<file path="config.mk">
export PLATFORM = sky130hd
export DESIGN_NAME = shell_cl_top
export DESIGN_NICKNAME = d
export VERILOG_FILES = /design/src/source/axi_lite_pkg.sv /design/src/source/cl_reg_pkg.sv /design/src/source/cl_axi_slave.sv /design/src/source/cl_reg_block.sv /design/src/source/cmd_fifo.sv /design/src/source/host_access_engine.sv /design/src/source/shell_cl_top.sv
export SDC_FILE = /design/constraint.sdc
export NUM_CORES = 1
export LEC_CHECK = 0
export BUFFER_PORTS_ARGS = -buffer_cell sky130_fd_sc_hd__clkbuf_2
export CAP_MARGIN = 20
export CORE_MARGIN = 2
export CORE_UTILIZATION = 50
export DETAILED_ROUTE_END_ITERATION = 16
export GPL_ROUTABILITY_DRIVEN = 0
export PLACE_DENSITY = 0.69
export SLEW_MARGIN = 25
export SYNTH_ARGS = -nofsm -noshare
export SYNTH_HDL_FRONTEND = slang
export SYNTH_SLANG_ARGS = --single-unit
</file>
<file path="constraint.sdc">
create_clock -name clk_out -period 8.5 [get_ports clk_out]
set_input_delay 1.275 -clock clk_out [delete_from_list [all_inputs] [get_ports clk_out]]
set_output_delay 1.275 -clock clk_out [all_outputs]
set_load 0.1 [all_outputs]
</file>
<file path="src/source/axi_lite_pkg.sv">
// AXI-Lite widths, responses and queued commands

`default_nettype none

package axi_lite_pkg;

   // ----------------------------------------
   // Bus widths
   // ----------------------------------------
   localparam int unsigned AXI_ADDR_W = 32;
   localparam int unsigned AXI_DATA_W = 32;

   // ----------------------------------------
   // Response codes on B and R
   // ----------------------------------------
   typedef logic [1:0] axi_resp_t;

   localparam axi_resp_t RESP_OKAY   = 2'b00;
   localparam axi_resp_t RESP_SLVERR = 2'b10;

   // ----------------------------------------
   // Queued host commands
   // ----------------------------------------
   // One write is an address and a data word
   typedef struct packed {
      logic [AXI_ADDR_W-1:0] addr;
      logic [AXI_DATA_W-1:0] data;
   } wr_cmd_t;

   // One read is an address only
   typedef struct packed {
      logic [AXI_ADDR_W-1:0] addr;
   } rd_cmd_t;

endpackage

`default_nettype wire

</file>
<file path="src/source/cl_reg_pkg.sv">
// Custom logic register map

`default_nettype none

package cl_reg_pkg;

   // ----------------------------------------
   // Register offsets
   // ----------------------------------------
   localparam logic [31:0] REG_ID       = 32'h0000_0000;
   localparam logic [31:0] REG_CTL0     = 32'h0000_0004;
   localparam logic [31:0] REG_CTL1     = 32'h0000_0008;
   localparam logic [31:0] REG_STATUS   = 32'h0000_000C;
   localparam logic [31:0] REG_SCRATCH0 = 32'h0000_0010;
   localparam logic [31:0] REG_SCRATCH1 = 32'h0000_0014;
   localparam logic [31:0] REG_COUNT    = 32'h0000_0018;

   // Fixed identity word
   localparam logic [31:0] CL_ID_VALUE = 32'hC15E_0001;

   // ----------------------------------------
   // Control word 0 bits
   // ----------------------------------------
   // Counter runs while set
   localparam int unsigned CTL0_CNT_EN  = 0;
   // Counter held at zero while set
   localparam int unsigned CTL0_CNT_CLR = 1;

endpackage

`default_nettype wire

</file>
<file path="src/source/cl_axi_slave.sv">
// Custom logic AXI-Lite slave

`timescale 1ns/1ps
`default_nettype none

module cl_axi_slave
   import axi_lite_pkg::*;
(
   input  wire                   clk_out,
   input  wire                   arst_n_i,
   // AXI slave side
   input  wire  [AXI_ADDR_W-1:0] s_awaddr_i,
   input  wire                   s_awvalid_i,
   output logic                  s_awready_o,
   input  wire  [AXI_DATA_W-1:0] s_wdata_i,
   input  wire                   s_wvalid_i,
   output logic                  s_wready_o,
   output axi_resp_t             s_bresp_o,
   output logic                  s_bvalid_o,
   input  wire                   s_bready_i,
   input  wire  [AXI_ADDR_W-1:0] s_araddr_i,
   input  wire                   s_arvalid_i,
   output logic                  s_arready_o,
   output logic [AXI_DATA_W-1:0] s_rdata_o,
   output axi_resp_t             s_rresp_o,
   output logic                  s_rvalid_o,
   input  wire                   s_rready_i,
   // Register access
   output logic                  reg_wr_o,
   output logic                  reg_rd_o,
   output logic [AXI_ADDR_W-1:0] reg_addr_o,
   output logic [AXI_DATA_W-1:0] reg_wdata_o,
   input  wire  [AXI_DATA_W-1:0] reg_rdata_i,
   input  wire                   reg_err_i
);

   logic [AXI_ADDR_W-1:0] awaddr_q;
   logic                  aw_full_q;
   logic                  w_full_q;
   logic                  aw_xfer, w_xfer;
   logic                  wr_go, rd_go;
   axi_resp_t             err_resp;

   // ----------------------------------------
   // Write path
   // ----------------------------------------
   // AW and W are taken independently, then written together
   assign s_awready_o = !aw_full_q && !s_bvalid_o;
   assign s_wready_o  = !w_full_q && !s_bvalid_o;
   assign aw_xfer     = s_awvalid_i && s_awready_o;
   assign w_xfer      = s_wvalid_i && s_wready_o;
   assign wr_go       = aw_full_q && w_full_q;

   // ----------------------------------------
   // Read path
   // ----------------------------------------
   // Write has the register port this cycle
   assign s_arready_o = !s_rvalid_o && !wr_go;
   assign rd_go       = s_arvalid_i && s_arready_o;

   assign reg_wr_o   = wr_go;
   assign reg_rd_o   = rd_go;
   assign reg_addr_o = wr_go ? awaddr_q : s_araddr_i;
   assign err_resp   = reg_err_i ? RESP_SLVERR : RESP_OKAY;

   always_ff @(posedge clk_out or negedge arst_n_i) begin
      if (!arst_n_i) begin
         aw_full_q  <= 1'b0;
         w_full_q   <= 1'b0;
         s_bvalid_o <= 1'b0;
         s_rvalid_o <= 1'b0;
      end else begin
         if (wr_go) begin
            aw_full_q  <= 1'b0;
            w_full_q   <= 1'b0;
            s_bvalid_o <= 1'b1;
         end else begin
            aw_full_q <= aw_full_q || aw_xfer;
            w_full_q  <= w_full_q || w_xfer;
            if (s_bready_i) begin
               s_bvalid_o <= 1'b0;
            end
         end
         if (rd_go) begin
            s_rvalid_o <= 1'b1;
         end else if (s_rready_i) begin
            s_rvalid_o <= 1'b0;
         end
      end
   end

   // Captured write and response payload
   always_ff @(posedge clk_out) begin
      if (aw_xfer) begin
         awaddr_q <= s_awaddr_i;
      end
      if (w_xfer) begin
         reg_wdata_o <= s_wdata_i;
      end
      if (wr_go) begin
         s_bresp_o <= err_resp;
      end
      if (rd_go) begin
         s_rdata_o <= reg_rdata_i;
         s_rresp_o <= err_resp;
      end
   end

endmodule

`default_nettype wire

</file>
<file path="src/source/cl_reg_block.sv">
// Custom logic register block

`timescale 1ns/1ps
`default_nettype none

module cl_reg_block
   import axi_lite_pkg::*, cl_reg_pkg::*;
(
   input  wire                   clk_out,
   input  wire                   arst_n_i,
   input  wire                   reg_wr_i,
   input  wire                   reg_rd_i,
   input  wire  [AXI_ADDR_W-1:0] reg_addr_i,
   input  wire  [AXI_DATA_W-1:0] reg_wdata_i,
   output logic [AXI_DATA_W-1:0] reg_rdata_o,
   output logic                  reg_err_o,
   input  wire  [AXI_DATA_W-1:0] cl_status_i,
   output logic [AXI_DATA_W-1:0] cl_ctl_o
);

   logic [AXI_DATA_W-1:0] ctl0_q, ctl1_q, status_q;
   logic [AXI_DATA_W-1:0] scratch0_q, scratch1_q, count_q;
   logic [AXI_DATA_W-1:0] rd_mux;
   logic                  mapped;
   logic                  read_only;
   logic                  wr_ok;

   // ----------------------------------------
   // Address decode
   // ----------------------------------------
   always_comb begin
      mapped    = 1'b1;
      read_only = 1'b0;
      rd_mux    = '0;
      case (reg_addr_i)
         REG_ID: begin
            rd_mux    = CL_ID_VALUE;
            read_only = 1'b1;
         end
         REG_CTL0:     rd_mux = ctl0_q;
         REG_CTL1:     rd_mux = ctl1_q;
         REG_STATUS: begin
            rd_mux    = status_q;
            read_only = 1'b1;
         end
         REG_SCRATCH0: rd_mux = scratch0_q;
         REG_SCRATCH1: rd_mux = scratch1_q;
         REG_COUNT: begin
            rd_mux    = count_q;
            read_only = 1'b1;
         end
         default:      mapped = 1'b0;
      endcase
   end

   assign wr_ok       = reg_wr_i && mapped && !read_only;
   assign reg_err_o   = (reg_wr_i || reg_rd_i) && (!mapped || (reg_wr_i && read_only));
   assign reg_rdata_o = (reg_rd_i && mapped) ? rd_mux : '0;
   assign cl_ctl_o    = ctl1_q;

   // ----------------------------------------
   // Writable registers and status sample
   // ----------------------------------------
   always_ff @(posedge clk_out or negedge arst_n_i) begin
      if (!arst_n_i) begin
         ctl0_q     <= '0;
         ctl1_q     <= '0;
         status_q   <= '0;
         scratch0_q <= '0;
         scratch1_q <= '0;
      end else begin
         status_q <= cl_status_i;
         if (wr_ok && reg_addr_i == REG_CTL0)     ctl0_q     <= reg_wdata_i;
         if (wr_ok && reg_addr_i == REG_CTL1)     ctl1_q     <= reg_wdata_i;
         if (wr_ok && reg_addr_i == REG_SCRATCH0) scratch0_q <= reg_wdata_i;
         if (wr_ok && reg_addr_i == REG_SCRATCH1) scratch1_q <= reg_wdata_i;
      end
   end

   // Event counter where clear wins over enable
   always_ff @(posedge clk_out or negedge arst_n_i) begin
      if (!arst_n_i) begin
         count_q <= '0;
      end else if (ctl0_q[CTL0_CNT_CLR]) begin
         count_q <= '0;
      end else if (ctl0_q[CTL0_CNT_EN]) begin
         count_q <= count_q + 1'b1;
      end
   end

endmodule

`default_nettype wire

</file>
<file path="src/source/cmd_fifo.sv">
// Synchronous command queue

`timescale 1ns/1ps
`default_nettype none

module cmd_fifo #(
   parameter type         payload_t = logic [31:0],
   parameter int unsigned DEPTH     = 4
) (
   input  wire      clk_out,
   input  wire      arst_n_i,
   input  wire      push_i,
   input  payload_t push_data_i,
   input  wire      pop_i,
   output payload_t head_o,
   output logic     empty_o,
   output logic     full_o
);

   localparam int unsigned PTR_W = (DEPTH > 1) ? $clog2(DEPTH) : 1;
   localparam int unsigned CNT_W = $clog2(DEPTH + 1);

   payload_t         mem [DEPTH];
   logic [PTR_W-1:0] wr_ptr_q;
   logic [PTR_W-1:0] rd_ptr_q;
   logic [CNT_W-1:0] count_q;
   logic             do_push;
   logic             do_pop;

   assign empty_o = (count_q == '0);
   assign full_o  = (count_q == CNT_W'(DEPTH));
   assign head_o  = mem[rd_ptr_q];

   // A full queue still takes a push in a popping cycle
   assign do_pop  = pop_i && !empty_o;
   assign do_push = push_i && (!full_o || do_pop);

   always_ff @(posedge clk_out) begin
      if (do_push) begin
         mem[wr_ptr_q] <= push_data_i;
      end
   end

   always_ff @(posedge clk_out or negedge arst_n_i) begin
      if (!arst_n_i) begin
         wr_ptr_q <= '0;
         rd_ptr_q <= '0;
         count_q  <= '0;
      end else begin
         if (do_push) begin
            wr_ptr_q <= (wr_ptr_q == PTR_W'(DEPTH - 1)) ? '0 : wr_ptr_q + 1'b1;
         end
         if (do_pop) begin
            rd_ptr_q <= (rd_ptr_q == PTR_W'(DEPTH - 1)) ? '0 : rd_ptr_q + 1'b1;
         end
         if (do_push && !do_pop) begin
            count_q <= count_q + 1'b1;
         end else if (do_pop && !do_push) begin
            count_q <= count_q - 1'b1;
         end
      end
   end

endmodule

`default_nettype wire

</file>
<file path="src/source/host_access_engine.sv">
// Host register access engine
// AXI-Lite master with request queues

`timescale 1ns/1ps
`default_nettype none

module host_access_engine
   import axi_lite_pkg::*;
#(
   parameter int unsigned FIFO_DEPTH = 4
) (
   input  wire                   clk_out,
   input  wire                   arst_n_i,
   // Host request and completion
   input  wire                   req_valid_i,
   input  wire                   req_write_i,
   input  wire  [AXI_ADDR_W-1:0] req_addr_i,
   input  wire  [AXI_DATA_W-1:0] req_wdata_i,
   output logic                  req_ready_o,
   output logic                  wr_done_o,
   output axi_resp_t             wr_resp_o,
   output logic                  rd_valid_o,
   output logic [AXI_DATA_W-1:0] rd_data_o,
   output axi_resp_t             rd_resp_o,
   // AXI master side
   output logic [AXI_ADDR_W-1:0] m_awaddr_o,
   output logic                  m_awvalid_o,
   input  wire                   m_awready_i,
   output logic [AXI_DATA_W-1:0] m_wdata_o,
   output logic                  m_wvalid_o,
   input  wire                   m_wready_i,
   input  axi_resp_t             m_bresp_i,
   input  wire                   m_bvalid_i,
   output logic                  m_bready_o,
   output logic [AXI_ADDR_W-1:0] m_araddr_o,
   output logic                  m_arvalid_o,
   input  wire                   m_arready_i,
   input  wire  [AXI_DATA_W-1:0] m_rdata_i,
   input  axi_resp_t             m_rresp_i,
   input  wire                   m_rvalid_i,
   output logic                  m_rready_o
);

   wr_cmd_t wr_head;
   rd_cmd_t rd_head;
   logic    wr_empty, wr_full, wr_push, wr_pop;
   logic    rd_empty, rd_full, rd_push, rd_pop;
   logic    aw_done_q, w_done_q;
   logic    aw_xfer, w_xfer;
   logic    b_xfer, r_xfer;

   // ----------------------------------------
   // Request split
   // ----------------------------------------
   assign req_ready_o = req_write_i ? !wr_full : !rd_full;
   assign wr_push     = req_valid_i && req_ready_o && req_write_i;
   assign rd_push     = req_valid_i && req_ready_o && !req_write_i;

   cmd_fifo #(.payload_t(wr_cmd_t), .DEPTH(FIFO_DEPTH)) u_wr_q (
      .clk_out     (clk_out),
      .arst_n_i    (arst_n_i),
      .push_i      (wr_push),
      .push_data_i ('{addr: req_addr_i, data: req_wdata_i}),
      .pop_i       (wr_pop),
      .head_o      (wr_head),
      .empty_o     (wr_empty),
      .full_o      (wr_full)
   );

   cmd_fifo #(.payload_t(rd_cmd_t), .DEPTH(FIFO_DEPTH)) u_rd_q (
      .clk_out     (clk_out),
      .arst_n_i    (arst_n_i),
      .push_i      (rd_push),
      .push_data_i ('{addr: req_addr_i}),
      .pop_i       (rd_pop),
      .head_o      (rd_head),
      .empty_o     (rd_empty),
      .full_o      (rd_full)
   );

   // ----------------------------------------
   // AW, W and AR from the queue heads
   // ----------------------------------------
   assign m_awaddr_o  = wr_head.addr;
   assign m_wdata_o   = wr_head.data;
   assign m_awvalid_o = !wr_empty && !aw_done_q;
   assign m_wvalid_o  = !wr_empty && !w_done_q;
   assign aw_xfer     = m_awvalid_o && m_awready_i;
   assign w_xfer      = m_wvalid_o && m_wready_i;

   // Head leaves once both halves of the write are through
   assign wr_pop = (aw_done_q || aw_xfer) && (w_done_q || w_xfer);

   assign m_araddr_o  = rd_head.addr;
   assign m_arvalid_o = !rd_empty;
   assign rd_pop      = m_arvalid_o && m_arready_i;

   assign b_xfer = m_bvalid_i && m_bready_o;
   assign r_xfer = m_rvalid_i && m_rready_o;

   always_ff @(posedge clk_out or negedge arst_n_i) begin
      if (!arst_n_i) begin
         aw_done_q  <= 1'b0;
         w_done_q   <= 1'b0;
         m_bready_o <= 1'b0;
         m_rready_o <= 1'b0;
         wr_done_o  <= 1'b0;
         rd_valid_o <= 1'b0;
      end else begin
         aw_done_q  <= !wr_pop && (aw_done_q || aw_xfer);
         w_done_q   <= !wr_pop && (w_done_q || w_xfer);
         m_bready_o <= 1'b1;
         m_rready_o <= 1'b1;
         wr_done_o  <= b_xfer;
         rd_valid_o <= r_xfer;
      end
   end

   // Completion payload
   always_ff @(posedge clk_out) begin
      if (b_xfer) begin
         wr_resp_o <= m_bresp_i;
      end
      if (r_xfer) begin
         rd_data_o <= m_rdata_i;
         rd_resp_o <= m_rresp_i;
      end
   end

endmodule

`default_nettype wire

</file>
<file path="src/source/shell_cl_top.sv">
// Shell to custom logic register path

`timescale 1ns/1ps
`default_nettype none

module shell_cl_top
   import axi_lite_pkg::*;
#(
   parameter int unsigned FIFO_DEPTH = 4
) (
   input  wire                   clk_out,
   input  wire                   arst_n_i,
   input  wire                   req_valid_i,
   input  wire                   req_write_i,
   input  wire  [AXI_ADDR_W-1:0] req_addr_i,
   input  wire  [AXI_DATA_W-1:0] req_wdata_i,
   output logic                  req_ready_o,
   output logic                  wr_done_o,
   output axi_resp_t             wr_resp_o,
   output logic                  rd_valid_o,
   output logic [AXI_DATA_W-1:0] rd_data_o,
   output axi_resp_t             rd_resp_o,
   input  wire  [AXI_DATA_W-1:0] cl_status_i,
   output logic [AXI_DATA_W-1:0] cl_ctl_o
);

   // ----------------------------------------
   // AXI-Lite between engine and slave
   // ----------------------------------------
   logic [AXI_ADDR_W-1:0] awaddr, araddr;
   logic [AXI_DATA_W-1:0] wdata, rdata;
   axi_resp_t             bresp, rresp;
   logic                  awvalid, awready, wvalid, wready;
   logic                  bvalid, bready, arvalid, arready;
   logic                  rvalid, rready;

   // Register port
   logic [AXI_ADDR_W-1:0] reg_addr;
   logic [AXI_DATA_W-1:0] reg_wdata, reg_rdata;
   logic                  reg_wr, reg_rd, reg_err;

   host_access_engine #(.FIFO_DEPTH(FIFO_DEPTH)) u_host_access_engine (
      .clk_out     (clk_out),
      .arst_n_i    (arst_n_i),
      .req_valid_i (req_valid_i),
      .req_write_i (req_write_i),
      .req_addr_i  (req_addr_i),
      .req_wdata_i (req_wdata_i),
      .req_ready_o (req_ready_o),
      .wr_done_o   (wr_done_o),
      .wr_resp_o   (wr_resp_o),
      .rd_valid_o  (rd_valid_o),
      .rd_data_o   (rd_data_o),
      .rd_resp_o   (rd_resp_o),
      .m_awaddr_o  (awaddr),
      .m_awvalid_o (awvalid),
      .m_awready_i (awready),
      .m_wdata_o   (wdata),
      .m_wvalid_o  (wvalid),
      .m_wready_i  (wready),
      .m_bresp_i   (bresp),
      .m_bvalid_i  (bvalid),
      .m_bready_o  (bready),
      .m_araddr_o  (araddr),
      .m_arvalid_o (arvalid),
      .m_arready_i (arready),
      .m_rdata_i   (rdata),
      .m_rresp_i   (rresp),
      .m_rvalid_i  (rvalid),
      .m_rready_o  (rready)
   );

   cl_axi_slave u_cl_axi_slave (
      .clk_out     (clk_out),
      .arst_n_i    (arst_n_i),
      .s_awaddr_i  (awaddr),
      .s_awvalid_i (awvalid),
      .s_awready_o (awready),
      .s_wdata_i   (wdata),
      .s_wvalid_i  (wvalid),
      .s_wready_o  (wready),
      .s_bresp_o   (bresp),
      .s_bvalid_o  (bvalid),
      .s_bready_i  (bready),
      .s_araddr_i  (araddr),
      .s_arvalid_i (arvalid),
      .s_arready_o (arready),
      .s_rdata_o   (rdata),
      .s_rresp_o   (rresp),
      .s_rvalid_o  (rvalid),
      .s_rready_i  (rready),
      .reg_wr_o    (reg_wr),
      .reg_rd_o    (reg_rd),
      .reg_addr_o  (reg_addr),
      .reg_wdata_o (reg_wdata),
      .reg_rdata_i (reg_rdata),
      .reg_err_i   (reg_err)
   );

   cl_reg_block u_cl_reg_block (
      .clk_out     (clk_out),
      .arst_n_i    (arst_n_i),
      .reg_wr_i    (reg_wr),
      .reg_rd_i    (reg_rd),
      .reg_addr_i  (reg_addr),
      .reg_wdata_i (reg_wdata),
      .reg_rdata_o (reg_rdata),
      .reg_err_o   (reg_err),
      .cl_status_i (cl_status_i),
      .cl_ctl_o    (cl_ctl_o)
   );

endmodule

`default_nettype wire

</file>
# After elaboration in Yosys (flattened, before gate mapping)
# Memories as Yosys holds them, arrays and structs flattened.
# Index checks and enable logic that the tools add are counted.
# totals
regBits	351
wordCells	148
inputBits	100
output_inout_bits	71
mem_bits_rw	384
memories	2
# memory_table
name	words	width	rd	rd_clocked_by_memory_dff	write_ports	line	rtl
u_host_access_engine.u_wr_q.mem	4	64	1	0	1	cmd_fifo.sv:23	payload_t mem [DEPTH];
u_host_access_engine.u_rd_q.mem	4	32	1	0	1	cmd_fifo.sv:23	
# classes
add_sub_neg	9
reduce_logical	71
mux	25
n_eq_ne	12
# op_table
cell	n
32-bit case mux with 7 select lines	1
32-bit by 5-bit == test with 1-bit output, second input constant	3
32-bit 2-to-1 mux	3
32-bit by 4-bit == test with 1-bit output, second input constant	2
1-bit logical AND	34
32-bit by 1-bit adder with 32-bit output, second input constant	1
32-bit by 3-bit == test with 1-bit output, second input constant	1
32-bit zero test	1
1-bit zero test	19
1-bit 2-to-1 mux	12
3-bit 2-to-1 mux	4
2-bit 2-to-1 mux	5
2-bit nonzero test	5
2-bit by 1-bit adder with 2-bit output, second input constant	4
2-bit == test, second input constant	4
1-bit logical OR	8
7-bit OR reduction	1
3-bit by 1-bit adder with 3-bit output, second input constant	2
3-bit == test, second input constant	2
3-bit zero test	2
3-bit by 1-bit subtractor with 3-bit output, second input constant	2
3-bit OR reduction	1

# Longest topological paths before layout
# logic_depth
depth_word	13
mapped_depth	10
mapped_depth_nobuf	10

# Hierarchy
# A second synthesis with hierarchy kept.
# unflattened
hier_cells	1448
area_unflattened_um2	28217.1
# modules_own_cells
mod	area_each_um2	cells_each	n_inst	seq_area_each_um2
cmd_fifo at u_host_access_engine.u_wr_q	9706.8	371	1	7862.5
cl_reg_block	8439.3	656	1	4804.6
cmd_fifo at u_host_access_engine.u_rd_q	5099.9	205	1	4018.9
cl_axi_slave	3649.8	155	1	3042.9
host_access_engine	1321.3	61	1	1206.2

# Worst setup path before layout
# OpenSTA, ideal clock, no wires.
# synth_timing
path_type	flip-flop to flip-flop
startpoint	register u_host_access_engine.aw_done_q
endpoint	register u_host_access_engine.u_wr_q.count_q[1]
required_ns	8.375
setup_time_ns	0.125
path_stages_with_launch	8
arrival_ns	5.337
setup_slack_ns	3.038
path_buffers	0
synth_period_minus_slack_ns	5.462
path_cell_list	dfrtp_1 -> nor4_1 -> nor2_1 -> or3_1 -> ha_1 -> inv_1 -> fa_1 -> mux2_2
# synth_between
elab_chain_len	11
elab_cells_between_ends	14
classes_between	mux: 1; reduce/logical: 13
# synth_rtl
element	line	rtl
from (decl)	host_access_engine.sv:48	logic aw_done_q, w_done_q;
from (signal assigned)	host_access_engine.sv:110	aw_done_q <= !wr_pop && (aw_done_q || aw_xfer);
1-bit zero test *	host_access_engine.sv:86	assign m_awvalid_o = !wr_empty && !aw_done_q;
1-bit logical AND *	host_access_engine.sv:86	
1-bit logical AND *	n/a	
net u_cl_axi_slave.aw_xfer	cl_axi_slave.sv:40	logic aw_xfer, w_xfer;
1-bit logical OR *	host_access_engine.sv:92	assign wr_pop = (aw_done_q || aw_xfer) && (w_done_q || w_xfer);
1-bit logical AND *	host_access_engine.sv:92	
1-bit logical AND *	cmd_fifo.sv:35	assign do_pop = pop_i && !empty_o;
1-bit logical OR	cmd_fifo.sv:36	assign do_push = push_i && (!full_o || do_pop);
1-bit logical AND	cmd_fifo.sv:36	
1-bit zero test	cmd_fifo.sv:58	end else if (do_pop && !do_push) begin
1-bit logical AND	cmd_fifo.sv:58	
2-bit nonzero test (no source line)	n/a	
to (signal assigned)	cmd_fifo.sv:57	count_q <= count_q + 1'b1;
to (signal assigned)	cmd_fifo.sv:59	count_q <= count_q - 1'b1;
to (decl)	cmd_fifo.sv:26	logic [CNT_W-1:0] count_q;
# The timed path passes the listed nets; every way through them passes the cells marked *.
# A chain may end at the register's enable or synchronous reset.

# Worst setup path in the final report
# layout_timing
startpoint	register u_host_access_engine.u_rd_q.rd_ptr_q[0]
endpoint	register u_cl_reg_block.scratch0_q[12]
# layout_between
elab_chain_len	8
elab_cells_between_ends	17
classes_between	eq/ne: 6; mux: 3; reduce/logical: 7; memory: 1
# layout_rtl
element	line	rtl
from (decl)	cmd_fifo.sv:25	logic [PTR_W-1:0] rd_ptr_q;
from (signal assigned)	cmd_fifo.sv:54	rd_ptr_q <= (rd_ptr_q == PTR_W'(DEPTH - 1)) ? '0 : rd_ptr_q + 1'b1;
memory read 4 x 32 bit *	n/a	
32-bit 2-to-1 mux *	cl_axi_slave.sv:63	assign reg_addr_o = wr_go ? awaddr_q : s_araddr_i;
32-bit by 4-bit == test with 1-bit output (tied with other cells)	cl_reg_block.sv:35	case (reg_addr_i)
7-bit OR reduction (no source line) / 3-bit OR reduction (equally long branches)	n/a	
1-bit 2-to-1 mux	cl_reg_block.sv:35	
1-bit logical AND / 1-bit zero test (equally long branches)	cl_reg_block.sv:56	assign wr_ok = reg_wr_i && mapped && !read_only;
1-bit logical AND	cl_reg_block.sv:56	
1-bit logical AND *	cl_reg_block.sv:75	if (wr_ok && reg_addr_i == REG_SCRATCH0) scratch0_q <= reg_wdata_i;
to (signal assigned)	cl_reg_block.sv:75	
to (decl)	cl_reg_block.sv:22	logic [AXI_DATA_W-1:0] scratch0_q, scratch1_q, count_q;
# Mark *: on every way between the ends. The rest lies on a longest branch, timed or not.

==> results by group <==
Placement
  • Worst slack, placed: 4420 ps
  • DP Area: 29300 µm²
  • Post-Place Cells: 2314
  • DP HPWL: 36200 µm
  • Buffers on Ports: 168

Clocking
  • CTS max path bufs: 3
  • Clk sinks: 731
  • CTS tree: done
  • # resized after CTS: 0
  • Hold Buf Count CTS: 0
  • Post-CTS setup repair buffer count: 0
  • Clk root buf: clkbuf_16
  • Clock Latency Late Sink: 600 ps
  • Clk slew on worst S/H paths: 60 ps
  • H-tree depth reported by CTS: 3
  • CTS Buf Count: 73

Die
  • I/O pin cnt: 171
  • FP Rows: 86
  • Core area: 54900 µm²
  • Initial core utilization: 50.5%
  • Horiz. Die Dim: 239 µm
  • Die Y-Extent: 239 µm
  • DIE AREA: 57300 µm²

Setup path
  • Slowest stage delay, CP: 1010 ps
  • Crit end category: register
  • Crit start category: register
  • Required time of the critical path: 8970 ps
  • Critical path arrival: 4620 ps
  • Crit-path slowest cell: dfrtp_1
  • Setup CP Type: reg -> reg
  • Cell repeated most along the worst path: buf_4
  • CP max FO: 26
  • CP cell instances: mux2i_1 -> a22oi_2 -> and2_1 -> buf_4 -> nand2_1 -> nor4_4 -> buf_4 -> mux2_2

Synth
  • EDFF count, synth: 516
  • Sequential area share after synthesis: 75.4%
  • Yosys top cell area share: 55.9%
  • Syn_area_per_cell: 18.7 µm²
  • FFs w/ async S/R, synth: 29.4%
  • Post-synthesis cell type count: 65
  • Flops & latches, synth: 731
  • Synth area leaders: edfxtp_1 56%, dfrtp_1 19%, mux2_2 7.0%
  • Cell area after synthesis: 27700 µm²
  • Gate count of the mapped netlist: 1484
  • Post-synth top flop: edfxtp_1
  • Synth warn: 0
  • Yosys top cell by area: edfxtp_1

Global routing
  • Met1 Use GR: 27.3%
  • First-pass GRT wire length: 86500 µm
  • Vias in the first global route: 14300
  • Maximum number of pins on one net before global-route repair: 88
  • Total Routing Usage GR: 20.3%
  • GR Layer Usage met3: 5.32%
  • Met2 Use GR: 32.6%
  • Gr ovfl total: 0
  • Initial antenna violation count: 6
  • Most Crowded Layer GR: met2

Timing
  • Achievable frequency: 241 MHz
  • RSZ-0062 raised after global routing: false
  • Clock skew: 14.9 ps
  • Hold Fails Final Rpt: 0
  • Slack of the critical path: 4360 ps
  • Slew Viols, Final: 0
  • Min Tclk post-route: 4140 ps
  • Worst slew margin: 31.7%
  • Post-Route Setup TNS: 0 ps
  • Tcrit/Tclk final: 48.7%
  • Final Setup Violations: 0
  • Tightest Pin Transition: 1020 ps

Detailed routing
  • 1st-iter DRT viols: 1119
  • Vias/cell: 5.81
  • Antenna-violating nets left: 0
  • Post-DR wirelength/cell: 23.4 µm
  • Vias: 14200
  • Final wirelength: 57100 µm
  • Detailed Routing Iterations Pass 1: 5
  • # DRC: 0

Finish
  • Layout cell share with drive strength beyond 1: 31.5%
  • Antenna diodes: 0
  • Layout Cells excl Fill: 2445
  • Cell area after layout: 31600 µm²
  • Area delta synth->final: 14.1%
  • Finished Core Util: 57.6%
  • Final #Nets: 1800
  • Fillcell total: 4122

Status
  • Status: completed

Power
  • Pleak: 11.9 nW
  • Pwr dens: 326 nW/µm²
  • Worst vdd ir: 0.000222 V

Min path
  • Min-delay worst type: reg -> reg

Run
  • Maxcap violations: 0
-- Yosys cell counts (all sizes together), types with 6 or more instances --
cell type	n
a211oi	18
a21oi	8
a221oi	30
a222oi	6
a22o	6
a22oi	17
and2	12
and4	9
buf	40
clkbuf	29
dfrtp	215
edfxtp	516
ha	13
inv	16
mux2	186
mux2i	7
mux4	64
nand2	28
nand3	26
nand3b	6
nand4	13
nor2	48
nor3	25
nor4	40
o21ai	14
o2bb2ai	6
xnor2	14
xor2	19
-- worst max-delay path: cells and delay by family, from the launching register on --
| family | cells | cell delay [ps] |
|---|---|---|
| flip-flops | 1 | 1010 |
| AND/OR/NAND/NOR | 3 | 1150 |
| multiplexers | 2 | 580 |
| AO/OA/AOI/OAI | 1 | 460 |
| buffers and inverters | 2 | 780 |
-- logic make-up after synthesis --
group                    after synthesis  share of synthesized area (%)
AO/OA/AOI/OAI                        133                           3.73
XOR/XNOR                              33                           1.04
adder cells (fa/ha/maj)               15                          0.732
buffers and inverters                 85                           1.48
flip-flops                           731                           75.4
multiplexers                         257                           13.0
other                                  2                         0.0271
AND/OR/NAND/NOR                      228                           4.60
-- cell usage in the layout (no fill, tap or decap), drive strengths merged, types with 14 or more instances in the layout --
| master | instances |
|---|---|
| xnor2 | 14 |
| xor2 | 19 |
| buf | 27 |
| mux4 | 64 |
| nor4 | 40 |
| nor2 | 48 |
| nand2 | 28 |
| dfrtp | 215 |
| nor3 | 25 |
| a221oi | 30 |
| clkinv | 20 |
| clkbuf | 269 |
| a211oi | 18 |
| mux2 | 186 |
| inv | 20 |
| a22oi | 17 |
| nand3 | 26 |
| o21ai | 14 |
| edfxtp | 516 |
-- registers in the layout, indices dropped and copies added, names as in the netlist, 2 cells and up --
register,flops
u_host_access_engine.u_wr_q.rd_ptr_q,2
u_cl_reg_block.status_q,32
u_cl_axi_slave.s_rdata_o,32
u_host_access_engine.u_rd_q.mem,128
u_host_access_engine.u_wr_q.count_q,3
u_cl_reg_block.scratch0_q,32
u_cl_axi_slave.awaddr_q,32
u_cl_reg_block.count_q,32
u_host_access_engine.u_rd_q.count_q,3
u_host_access_engine.rd_data_o,32
u_cl_axi_slave.reg_wdata_o,32
u_host_access_engine.u_rd_q.wr_ptr_q,2
u_cl_reg_block.cl_ctl_o,32
u_host_access_engine.u_rd_q.rd_ptr_q,2
u_host_access_engine.u_wr_q.mem,256
u_host_access_engine.u_wr_q.wr_ptr_q,2
u_cl_reg_block.ctl0_q,32
u_cl_reg_block.scratch1_q,32
-- area by class of cell --
class                           count  area [µm²]  area share [%]
Sequential cell                   731       20900            66.1
Multi-Input combinational cell    669        6450            20.4
Clock buffer                      102        2020            6.39
Timing Repair Buffer              194        1050            3.31
Tap cell                          704         881            2.79
Clock inverter                     29         270           0.855
Inverter                           16        60.1           0.190
-- final timing paths --
path,from,end,slack [ps],cells after the start
max reg2reg,u_host_access_engine.u_rd_q.rd_ptr_q[0]$_DFFE_PN0N_,u_cl_reg_block.scratch0_q[12]$_DFFE_PN0P_,4360,8
max in group asynchronous,arst_n_i,u_cl_reg_block.cl_ctl_o[18]$_DFFE_PN0P_,6420,2
min in group asynchronous,arst_n_i,u_cl_reg_block.status_q[3]$_DFF_PN0_,680,1
max,u_host_access_engine.u_rd_q.rd_ptr_q[0]$_DFFE_PN0N_,u_cl_reg_block.scratch0_q[12]$_DFFE_PN0P_,4360,8
min,u_cl_axi_slave.s_rdata_o[26]$_SDFFCE_PN0P_,u_host_access_engine.rd_data_o[26]$_DFFE_PP_,420,0
min reg2reg,u_cl_axi_slave.s_rdata_o[26]$_SDFFCE_PN0P_,u_host_access_engine.rd_data_o[26]$_DFFE_PP_,420,0
-- report_power, final --
part	switching (mW)	internal (mW)
Combinational	1.60	0.734
Sequential	0.362	4.53
Clock	1.27	1.81
-- metal layers --
metal	share of wire, %	wire, µm
met3	7.5	4300
met2	48	27400
met4	2.7	1560
met1	42	23800
met5	0.12	68
-- through the flow --
stage | power (mW) | hold WS (ps)
2_1_floorplan | 6.56 | 400
3_3_place_gp | 7.24 | 402
3_5_place_dp | 7.32 | 406
5_1_grt | 10.7 | 421
6_report | 10.3 | 419
4_1_cts | 10.4 | 419
(Power assumes the default switching activity.)
